===== src/design/colmix_params.svh =====
// Colour mixer sizes and video timing
`ifndef COLMIX_PARAMS_SVH
`define COLMIX_PARAMS_SVH

// palette RAM address width, two bytes per palette entry
`define PAL_AW      8
// width of the pixel index from the graphics layers
`define PXL_W       7
// bits per colour channel
`define COL_W       5

// pixels per line and visible pixels per line
`define H_TOTAL     40
`define H_ACTIVE    32
// lines per frame and visible lines per frame
`define V_TOTAL     12
`define V_ACTIVE    8

// pixel periods between the index sample and the colour output
`define BLANK_DLY   2

`endif


===== src/design/colmix_pkg.sv =====
// Colour mixer shared types
`include "colmix_params.svh"

package colmix_pkg;

    typedef struct packed {
        logic               psel;     // slave selected
        logic               penable;  // high in the access phase
        logic               pwrite;   // write when high, read when low
        logic [`PAL_AW-1:0] paddr;    // byte address into the palette
        logic [7:0]         pwdata;   // write byte
    } apb_req_t;

    typedef struct packed {
        logic [7:0] prdata;  // read byte, valid together with pready
        logic       pready;  // transfer completes in this cycle
    } apb_rsp_t;

    typedef struct packed {
        logic               we;     // single cycle write strobe
        logic [`PAL_AW-1:0] addr;   // byte address, also the read address
        logic [7:0]         wdata;  // byte to store
    } pal_port_t;

    // packs into 15 bits with red in the low bits
    typedef struct packed {
        logic [`COL_W-1:0] blue;
        logic [`COL_W-1:0] green;
        logic [`COL_W-1:0] red;
    } rgb_t;

    typedef struct packed {
        logic pxl_cen;  // pixel enable, one cycle in two
        logic lhbl;     // high while the line is visible
        logic lvbl;     // high while the frame is visible
    } vid_sync_t;

    typedef enum logic [1:0] {
        ST_IDLE,    // waiting for a setup phase
        ST_SETUP,   // setup seen, this is the first access cycle
        ST_RDWAIT   // second access cycle of a read
    } bridge_state_e;

endpackage


===== src/design/video_timing.sv =====
// Video timing generator
`timescale 1ns/1ps
`include "colmix_params.svh"

module video_timing import colmix_pkg::*; (
    input  logic      clk,
    input  logic      rst,
    output vid_sync_t sync
);

    localparam int HW = $clog2(`H_TOTAL);
    localparam int VW = $clog2(`V_TOTAL);

    logic          pxl_cen;   // toggles every clock
    logic          lhbl;
    logic          lvbl;
    logic [HW-1:0] hcnt;      // pixel position within the line
    logic [VW-1:0] vcnt;      // line position within the frame
    logic [HW-1:0] hcnt_nxt;
    logic [VW-1:0] vcnt_nxt;
    logic          hwrap;     // last pixel of the line

    assign hwrap = (hcnt == HW'(`H_TOTAL - 1));

    // the vertical count only steps at the end of a line
    always_comb begin
        hcnt_nxt = hwrap ? '0 : hcnt + 1'b1;
        vcnt_nxt = vcnt;
        if (hwrap) begin
            vcnt_nxt = (vcnt == VW'(`V_TOTAL - 1)) ? '0 : vcnt + 1'b1;
        end
    end

    always_ff @(posedge clk) begin
        if (rst) begin
            pxl_cen <= 1'b0;   // first enable lands on the cycle after reset
            hcnt    <= '0;
            vcnt    <= '0;
            lhbl    <= 1'b1;   // position zero is the first visible pixel
            lvbl    <= 1'b1;
        end else begin
            pxl_cen <= ~pxl_cen;
            if (pxl_cen) begin
                hcnt <= hcnt_nxt;
                vcnt <= vcnt_nxt;
                // blanking follows the counters on the same edge
                lhbl <= (hcnt_nxt < HW'(`H_ACTIVE));
                lvbl <= (vcnt_nxt < VW'(`V_ACTIVE));
            end
        end
    end

    assign sync = '{pxl_cen: pxl_cen, lhbl: lhbl, lvbl: lvbl};

endmodule


===== src/design/apb_pal_bridge.sv =====
// APB slave for the palette RAM
`timescale 1ns/1ps

module apb_pal_bridge import colmix_pkg::*; (
    input  logic       clk,
    input  logic       rst,
    input  apb_req_t   req,
    output apb_rsp_t   rsp,
    output pal_port_t  pal,
    input  logic [7:0] pal_q
);

    bridge_state_e state;
    bridge_state_e state_nxt;
    logic          pready;      // registered so it never depends on the bus inputs
    logic          pready_nxt;
    logic          setup;       // setup phase on the bus
    logic          access;      // access phase on the bus

    assign setup  = req.psel & ~req.penable;
    assign access = req.psel & req.penable;

    // writes finish in the first access cycle, reads in the second one
    always_comb begin
        state_nxt  = state;
        pready_nxt = 1'b0;
        case (state)
            ST_IDLE: begin
                if (setup) begin
                    state_nxt  = ST_SETUP;
                    pready_nxt = req.pwrite;  // zero wait states for writes
                end
            end
            ST_SETUP: begin
                if (access && !req.pwrite) begin
                    state_nxt  = ST_RDWAIT;    // RAM output is ready next cycle
                    pready_nxt = 1'b1;
                end else begin
                    state_nxt = ST_IDLE;
                end
            end
            ST_RDWAIT: state_nxt = ST_IDLE;
            default:   state_nxt = ST_IDLE;
        endcase
    end

    always_ff @(posedge clk) begin
        if (rst) begin
            state  <= ST_IDLE;
            pready <= 1'b0;
        end else begin
            state  <= state_nxt;
            pready <= pready_nxt;
        end
    end

    // the address goes to the RAM from the setup phase onwards
    assign pal = '{we:    (state == ST_SETUP) & access & req.pwrite,
                   addr:  req.paddr,
                   wdata: req.pwdata};

    // the RAM keeps reading the held address, so pal_q is stable in the wait
    assign rsp = '{prdata: pal_q, pready: pready};

endmodule


===== src/design/pal_ram.sv =====
// Dual-port palette RAM
`timescale 1ns/1ps
`include "colmix_params.svh"

module pal_ram import colmix_pkg::*; (
    input  logic               clk,
    input  pal_port_t          cpu,
    output logic [7:0]         cpu_q,
    input  logic [`PAL_AW-1:0] vid_addr,
    output logic [7:0]         vid_q
);

    localparam int DEPTH = 1 << `PAL_AW;

    logic [7:0] mem [DEPTH];   // two bytes per palette entry

    // CPU port, read and write on the same address
    always_ff @(posedge clk) begin
        if (cpu.we) begin
            mem[cpu.addr] <= cpu.wdata;
        end
        cpu_q <= mem[cpu.addr];   // returns the byte from before the write
    end

    // video port is read only
    always_ff @(posedge clk) begin
        vid_q <= mem[vid_addr];   // a same cycle CPU write is not seen yet
    end

endmodule


===== src/design/blank_dly.sv =====
// Blanking delay and colour masking
`timescale 1ns/1ps
`include "colmix_params.svh"

module blank_dly import colmix_pkg::*; (
    input  logic      clk,
    input  logic      rst,
    input  vid_sync_t sync,
    input  rgb_t      col_in,
    output rgb_t      col_out,
    output logic      lhbl_dly,
    output logic      lvbl_dly
);

    localparam int DLY = `BLANK_DLY;   // at least two stages

    logic [DLY-1:0] hbl_sh;   // horizontal blank history, newest in bit 0
    logic [DLY-1:0] vbl_sh;   // vertical blank history
    logic           vis;      // delayed sample is inside the picture

    assign vis = hbl_sh[DLY-1] & vbl_sh[DLY-1];

    always_ff @(posedge clk) begin
        if (rst) begin
            hbl_sh   <= '0;
            vbl_sh   <= '0;
            lhbl_dly <= 1'b0;
            lvbl_dly <= 1'b0;
            col_out  <= '0;   // black until the first visible pixel
        end else if (sync.pxl_cen) begin
            hbl_sh   <= {hbl_sh[DLY-2:0], sync.lhbl};
            vbl_sh   <= {vbl_sh[DLY-2:0], sync.lvbl};
            lhbl_dly <= hbl_sh[DLY-1];
            lvbl_dly <= vbl_sh[DLY-1];
            // colour and blanking load on the same edge, so they never split
            col_out  <= vis ? col_in : '0;
        end
    end

endmodule


===== src/design/colmix.sv =====
// Palette fetch and colour assembly
`timescale 1ns/1ps
`include "colmix_params.svh"

module colmix import colmix_pkg::*; (
    input  logic               clk,
    input  logic               rst,
    input  vid_sync_t          sync,
    input  logic [`PXL_W-1:0]  gfx_pxl,
    output logic [`PAL_AW-1:0] vid_addr,
    input  logic [7:0]         vid_q,
    output rgb_t               col
);

    logic              half;     // high on the low byte fetch cycle
    logic [`PXL_W-1:0] pxl_q;    // index kept for the second fetch
    logic [7:0]        hi_byte;  // high byte, it arrives first

    // high byte is addressed straight from the input on the enable cycle
    assign vid_addr = half ? {pxl_q, 1'b0} : {gfx_pxl, 1'b1};

    // the fetch phase restarts on every pixel enable
    always_ff @(posedge clk) begin
        if (rst) begin
            half <= 1'b1;   // toggles low for the high byte fetch of the first enable
        end else if (sync.pxl_cen) begin
            half <= 1'b1;
        end else begin
            half <= ~half;
        end
    end

    always_ff @(posedge clk) begin
        if (sync.pxl_cen) begin
            pxl_q <= gfx_pxl;
        end
        if (half) begin
            hi_byte <= vid_q;   // RAM answer to the previous high byte address
        end
    end

    // low byte is on vid_q during the next enable, so the pair is complete
    always_ff @(posedge clk) begin
        if (sync.pxl_cen) begin
            col <= rgb_t'({hi_byte[6:0], vid_q});   // bit 7 of the high byte is spare
        end
    end

endmodule


===== src/design/video_top.sv =====
// Colour mixing stage top level
`timescale 1ns/1ps
`include "colmix_params.svh"

module video_top import colmix_pkg::*; (
    input  logic              clk,
    input  logic              rst,
    input  apb_req_t          apb_req,
    output apb_rsp_t          apb_rsp,
    input  logic [`PXL_W-1:0] gfx_pxl,
    output vid_sync_t         sync,
    output rgb_t              rgb,
    output logic              lhbl_dly,
    output logic              lvbl_dly
);

    pal_port_t          pal;       // CPU side RAM request
    logic [7:0]         pal_q;     // CPU side read byte
    logic [`PAL_AW-1:0] vid_addr;  // video side fetch address
    logic [7:0]         vid_q;     // video side read byte
    rgb_t               col;       // assembled colour before the blank delay

    video_timing u_timing (
        .clk   (clk),
        .rst   (rst),
        .sync  (sync)
    );

    apb_pal_bridge u_bridge (
        .clk   (clk),
        .rst   (rst),
        .req   (apb_req),
        .rsp   (apb_rsp),
        .pal   (pal),
        .pal_q (pal_q)
    );

    pal_ram u_ram (
        .clk      (clk),
        .cpu      (pal),
        .cpu_q    (pal_q),
        .vid_addr (vid_addr),
        .vid_q    (vid_q)
    );

    colmix u_colmix (
        .clk      (clk),
        .rst      (rst),
        .sync     (sync),
        .gfx_pxl  (gfx_pxl),
        .vid_addr (vid_addr),
        .vid_q    (vid_q),
        .col      (col)
    );

    blank_dly u_blank (
        .clk      (clk),
        .rst      (rst),
        .sync     (sync),
        .col_in   (col),
        .col_out  (rgb),
        .lhbl_dly (lhbl_dly),
        .lvbl_dly (lvbl_dly)
    );

endmodule


===== config.mk =====
export PLATFORM = sky130hd
export DESIGN_NAME = video_top
export DESIGN_NICKNAME = d
export VERILOG_FILES = /design/src/design/colmix_pkg.sv /design/src/design/video_timing.sv /design/src/design/apb_pal_bridge.sv /design/src/design/pal_ram.sv /design/src/design/blank_dly.sv /design/src/design/colmix.sv /design/src/design/video_top.sv
export VERILOG_INCLUDE_DIRS = /design/src /design/src/design
export SDC_FILE = /design/constraint.sdc
export NUM_CORES = 2
export LEC_CHECK = 0
export ABC_AREA = 1
export BUFFER_PORTS_ARGS = -buffer_cell sky130_fd_sc_hd__buf_2
export CAP_MARGIN = 20
export CORE_MARGIN = 2
export CORE_UTILIZATION = 38
export DETAILED_ROUTE_END_ITERATION = 10
export PLACE_DENSITY = 0.58
export RECOVER_POWER = 100
export SYNTH_ARGS = -nofsm -noshare
export SYNTH_HDL_FRONTEND = slang
export SYNTH_SLANG_ARGS = --single-unit

===== constraint.sdc =====
create_clock -name clk -period 2.9 [get_ports clk]
set_input_delay 0.29 -clock clk [delete_from_list [all_inputs] [get_ports clk]]
set_output_delay 0.29 -clock clk [all_outputs]
set_load 0.02 [all_outputs]

== After elaboration in Yosys (flattened, before gate mapping) ==
Memory sizes are Yosys's and may differ from the RTL's. A register that Yosys moved wholly into a read port is not among the register bits.
Index checks and enable logic that the tools add are counted.

* Add/sub/neg operators: 2
* Reductions and logical operators: 4
* Bitwise gates (word level): 8
* Order comparisons: 2
* Muxes and demuxes: 13
* Equality and inequality tests: 4

{| class="wikitable"
|+ Operators with widths
! kind !! number
|-
| $mux W15 || 1
|-
| $mux W4 || 2
|-
| $mux W8 || 1
|-
| $add A6 B1 Y6 const B || 1
|-
| $eq A6 B6 Y1 const B || 1
|-
| $lt A6 B6 Y1 const B || 1
|-
| $mux W6 || 1
|-
| $and A1 B1 Y1 || 5
|-
| $add A4 B1 Y4 const B || 1
|-
| $eq A4 B4 Y1 const B || 1
|-
| $lt A4 B4 Y1 const B || 1
|-
| $mux W1 || 4
|-
| $mux W2 || 2
|-
| $pmux W2 S2 || 1
|-
| $not A1 Y1 || 3
|-
| $eq A2 B1 Y1 const B || 1
|-
| $logic_not A2 Y1 || 1
|-
| $ne A2 B1 Y1 const B || 1
|-
| $pmux W1 S2 || 1
|-
| $reduce_or A2 Y1 || 1
|-
| $logic_and A1 B1 Y1 || 1
|-
| $logic_not A1 Y1 || 1
|}

* Output and inout bits: 29
* Memory bits (writable): 2048
* Memories: 1
* Bits in registers: 67
* Word-level logic and storage cells: 54
* Input port bits: 28

{| class="wikitable"
|+ Memory list
! memory !! words !! bits a word !! rd ports !! clocked after Yosys merged registers in !! write ports !! RTL line !! text
|-
| u_ram.mem || 256 || 8 || 2 || 2 || 1 || pal_ram.sv:15 || <nowiki>logic [7:0] mem [DEPTH];</nowiki>
|}

== Logic depth before layout (Yosys ltp) ==
* Depth in word-level cells: 5
* Mapped depth: 17
* Depth with buffers taken out: 13

== Cells and area by module ==
Synthesis repeated with hierarchy kept, for this count alone.

* Cells, all modules: 11813
* Area total of the unflattened synthesis: 104331.3 µm²

{| class="wikitable"
|+ By module, submodules not included
! module !! cells each !! times used !! area an instance (µm²)
|-
| pal_ram || 11486 || 1 || 101499.8
|-
| colmix || 55 || 1 || 992.2
|-
| blank_dly || 138 || 1 || 879.6
|-
| video_timing || 92 || 1 || 648.1
|-
| apb_pal_bridge || 42 || 1 || 311.5
|}

== Worst setup path before layout ==
Ideal clock, no wire load.

* Path kind: in2reg
* Start point: in apb_req[12] (netlist bit)
* End point: mem u_ram.mem[70][0], enable pin
* Slack: 607 ps
* Library setup time: 370 ps
* Arrival: 1923 ps
* Data required time: 2530 ps
* Stages: 7
* Path buffers: 2
* Path through: nor2_1 > clkinv_1 > nor2_1 > inv_1 > clkbuf_1 > clkbuf_1 > nor2_1

{| class="wikitable"
|+ RTL lines
! item !! RTL line !! text
|-
| start, declared || video_top.sv:8 || <nowiki>input apb_req_t apb_req,</nowiki>
|-
| end, declared || pal_ram.sv:15 ||
|}

No word-level cell before the write port.

== Worst setup path after layout ==
* Start point: reg u_colmix.half
* End point: reg u_ram.vid_q[6], read port of u_ram.mem

* Cells in the longest elaborated chain, start to end: 1

{| class="wikitable"
|+ Ends and longest elaborated chain
! item !! RTL line !! text
|-
| start, declared || colmix.sv:15 || <nowiki>logic half;</nowiki>
|-
| start signal, assigned || colmix.sv:29 || <nowiki>half <= ~half;</nowiki>
|-
| $mux W8 || colmix.sv:20 || <nowiki>assign vid_addr = half ? {pxl_q, 1'b0} : {gfx_pxl, 1'b1};</nowiki>
|-
| end, declared || pal_ram.sv:10 || <nowiki>output logic [7:0] vid_q</nowiki>
|}

No other way between the ends.
A chain may end at the register's enable or synchronous reset.

==> results.yml <==
run_status:
  status: "complete, but fails checks"
  failed_checks: "capacitance limit, slew limit, setup timing"
synth:
  synth.distinct_cells: 36
  synth_top_family_by_area: "simple AND/OR/NAND/NOR gates"
  synth_fp_nets: 11400
  synth_fa_ha_area_share_pct: 0.0241
  synthCells: 11400
  synth_seq_cells: 2131
  netlist_area_um2: 104000
  syn_avg_cell_area_um2: 9.16
  synth-xor-area-share_pct: 0.0168
  synth_area_leaders: "edfxtp_1, nand2_1, nand3_1"
  yosys.area_share.simple_pct: 26.0
  synth_compound_area_share_pct: 7.78
  synth_commonest_cells: "nand2_1, edfxtp_1, nand3_1"
  synthArstFlopShare_pct: 0
  synth_ff_type: "edfxtp_1"
  yosysTopAreaCell: "edfxtp_1"
  ys_warn_count: 0
  synth.area.mux_share_pct: 0
  synth.most_common_cell: "nand2_1"
  yosys.area.top_type_share_pct: 59.9
  synth-seq-area-share_pct: 61.0
  synth_edf_count: 2077
worst_setup_path:
  r2r-start: "u_colmix.half$_SDFF_PP1_"
  ff2ff_path_depth: 17
  arrival_ps: 3780
  cp_max_fo: 21
  end_kind: "flop"
  crit_required_ps: 3780
  endpoint: "u_ram.vid_q[6]$_DFF_P_"
  rrSetupSlack_ps: -4
  crit_path_start: "u_colmix.half$_SDFF_PP1_"
  path_class: "flop to flop"
  critPathLaunchType: "flop"
  r2r_end: "u_ram.vid_q[6]$_DFF_P_"
route:
  drtIter0Drc: 13100
  antenna_left: 0
  wl_met3_um: 45700
  met1_length_um: 163000
  dr.pass1.iters: 9
  wl_per_cell_um: 26.3
  drcViolationCount: 0
  wl_um: 412000
  viasPerCell: 5.73
  vias: 89900
  wl_met2_um: 181000
  dr.max_layer_used: "met5"
die:
  start_util_pct: 38.1
  ioPinCount: 57
  die_h_um: 527
  core_area_um2: 273000
  die_width_um: 527
  rows: 192
  dieArea_um2: 278000
global_route:
  grt_pass1_wl_um: 590000
  first_global_vias: 84600
  overflow: 0
  grt_start_max_net_pins: 107
  antenna_found_initial: 21
  grt_usage_pct: 28.7
timing:
  finClkSkew_ps: 79.2
  final.min_clock_period_ps: 2900
  hold_viol_final: 0
  tightest_slew_ps: 2890
  slew_viol_final: 497
  max_slew_margin_pct: -92.9
  setup_viol: 1
  finalCritPeriodShare_pct: 100
  setup_ws_ps: -4.28
  clock.fmax_mhz: 344
cts:
  numCtsBuffers: 235
  cts_tree: "built"
  clock-root-buffer: "clkbuf_16"
  path_clk_slew_ps: 60
  cts_max_level: 4
  clockBufferDepth: 4
  cts.sinks: 2131
  insertion_delay_ps: 940
power_and_ir_drop:
  vdd_drop_max_mv: 0.467
  p_per_area_nw_per_um2: 612
  p_leak_uw: 0.0482
place:
  place_inst: 15200
  place_congestion: 0.966
  post_dp_cell_area_um2: 115000
  io_buffer_count: 56
  place_hpwl_um: 271000
min_path:
  holdCritPathClass: "primary input to flop"
layout:
  final_area_um2: 122000
  layoutNonFillerInstCount: 15700
  drive_above_1_share_pct: 10.7
  finish.net_count: 11900
  regArea_um2: 63500
  multi_input_comb_area_um2: 35400
  syn_to_final_growth_pct: 17.2
  final.fill_count: 25900
run:
  cap_violations: 8
[placed cells by master, fill, tap and decap left out, types with 6 or more instances in the layout]
cell           netlist  layout
nand2_1           4694    4691
edfxtp_1          2077    2077
nand3_1           1232    1220
nor2_1             681     676
o21ai_0            627     627
a22oi_1            518     518
buf_4               48     446
inv_1              364     362
clkbuf_16            0     239
clkbuf_2             0     199
clkbuf_1           218     181
buf_12               0     174
a21oi_1            143     143
nand4_1            101     101
clkinv_1             9      57
dfxtp_1             54      53
clkinv_2             0      41
o21ai_1             40      40
buf_2              445      36
clkbuf_4             0      33
bufinv_16            0      29
dlygate4sd3_1        0      22
buf_6               38      17
diode_2              0      12
nand3_2              0      11
clkinvlp_4           0       9
clkbuf_8             0       7
inv_6                0       6
nor3_1               6       6
[layer usage]
layer / vias up / GRT usage, %
met5: - / 0
met4: 14 / 13.7
met3: 995 / 5.86
met2: 5565 / 43.8
met1: 43500 / 39.1
li1: 39800 / -
[per-stage QoR]
step / setup slack [ps] / hold slack, ps / total power, uW / TNS (ps) / util [%]
floorplan: 607 / 386 / 39500 / 0 / -
global placement: -293 / 401 / 44200 / -1220 / 42.2
detailed placement: -284 / 407 / 44200 / -1440 / 42.2
CTS: 12.5 / 4.14 / 74600 / 0 / 45.2
global route: -0.257 / 57.0 / 76500 / -0.257 / 44.7
finish: -4.28 / 53.4 / 74600 / -4.28 / 44.7
[worst min-delay path by stage]
| stage | start | endpoint | slack (ps) | cells past startpoint |
|---|---|---|---|---|
| after detailed placement | u_colmix.hi_byte[6]$_DFFE_PP_ | u_colmix.col[14]$_DFFE_PP_ | 410 | 0 |
| after global routing | apb_req[15] | u_ram.cpu_q[4]$_DFF_P_ | 60 | 6 |
| after global placement | u_colmix.hi_byte[5]$_DFFE_PP_ | u_colmix.col[13]$_DFFE_PP_ | 400 | 0 |
| after floorplan | u_ram.vid_q[7]$_DFF_P_ | u_colmix.col[7]$_DFFE_PP_ | 390 | 0 |
| final | apb_req[14] | u_ram.cpu_q[6]$_DFF_P_ | 50 | 6 |
| after CTS | apb_req[15] | u_ram.cpu_q[2]$_DFF_P_ | 4 | 7 |
[power by group]
| group | switching [uW] | leakage [uW] | total [uW] | internal [uW] |
|---|---|---|---|---|
| Clock | 12900 | 0.00376 | 30600 | 17700 |
| Sequential | 166 | 0.0191 | 34100 | 33900 |
| Combinational | 7060 | 0.0253 | 9930 | 2870 |
| Total | 20100 | 0.0482 | 74600 | 54500 |
[state kept, by name, summed over array words and instances, names as in the netlist, 2 cells and up]
| name | cells |
|---|---|
| u_blank.hbl_sh | 2 |
| u_ram.cpu_q | 8 |
| u_colmix.col | 15 |
| u_ram.vid_q | 8 |
| u_timing.vcnt | 4 |
| u_colmix.hi_byte | 7 |
| u_timing.hcnt | 6 |
| u_bridge.state | 2 |
| u_blank.vbl_sh | 2 |
| u_ram.mem | 2048 |
| u_colmix.pxl_q | 7 |
| u_blank.col_out | 15 |
[worst max-delay path, cell delays in order, from the launching register on]
cell and delay (ps):
dfxtp_4 380, buf_6 160, inv_16 60, nand2_1 110
nand2_8 180, buf_12 200, buf_12 220, buf_4 270
nand2_1 70, nand2_1 70, nand2_1 50, nand3_1 200
nand3_1 150, nand3_1 110, nand3_1 200, nand2_1 120
nand2_1 90, nand2_1 120
[what timing repair did]
item | 4_1_cts | 5_1_grt
gates resized for setup | 12 | 20
endpoints found under the hold margin | 402 | 0
hold buffers | 22 | 0
buffers inserted | 9 | 0
pin swaps | 4 | 0
gates cloned | 1 | 2
endpoints found under the setup margin | 1 | 8
[cells by family (layout without fill, tap and decap cells)]
family                   Yosys count  count (layout)
AO/OA/AOI/OAI                   1346            1346
XOR/XNOR                           2               2
adder cells (fa/ha/maj)            2               2
buffers and inverters           1157            1881
flip-flops                      2131            2131
other                              0              12
AND/OR/NAND/NOR                 6721            6721
[area by class of cell]
cell class | count | share of cell area (%)
tap | 3589 | 3.68
sequential | 2131 | 52.0
clock buffer | 285 | 5.07
antenna | 12 | 0.0246
multi-input combinational | 8071 | 29.0
timing repair buffer | 1074 | 7.69
inverter | 379 | 1.20
clock inverter | 143 | 1.27
(Power assumes the default switching activity.)
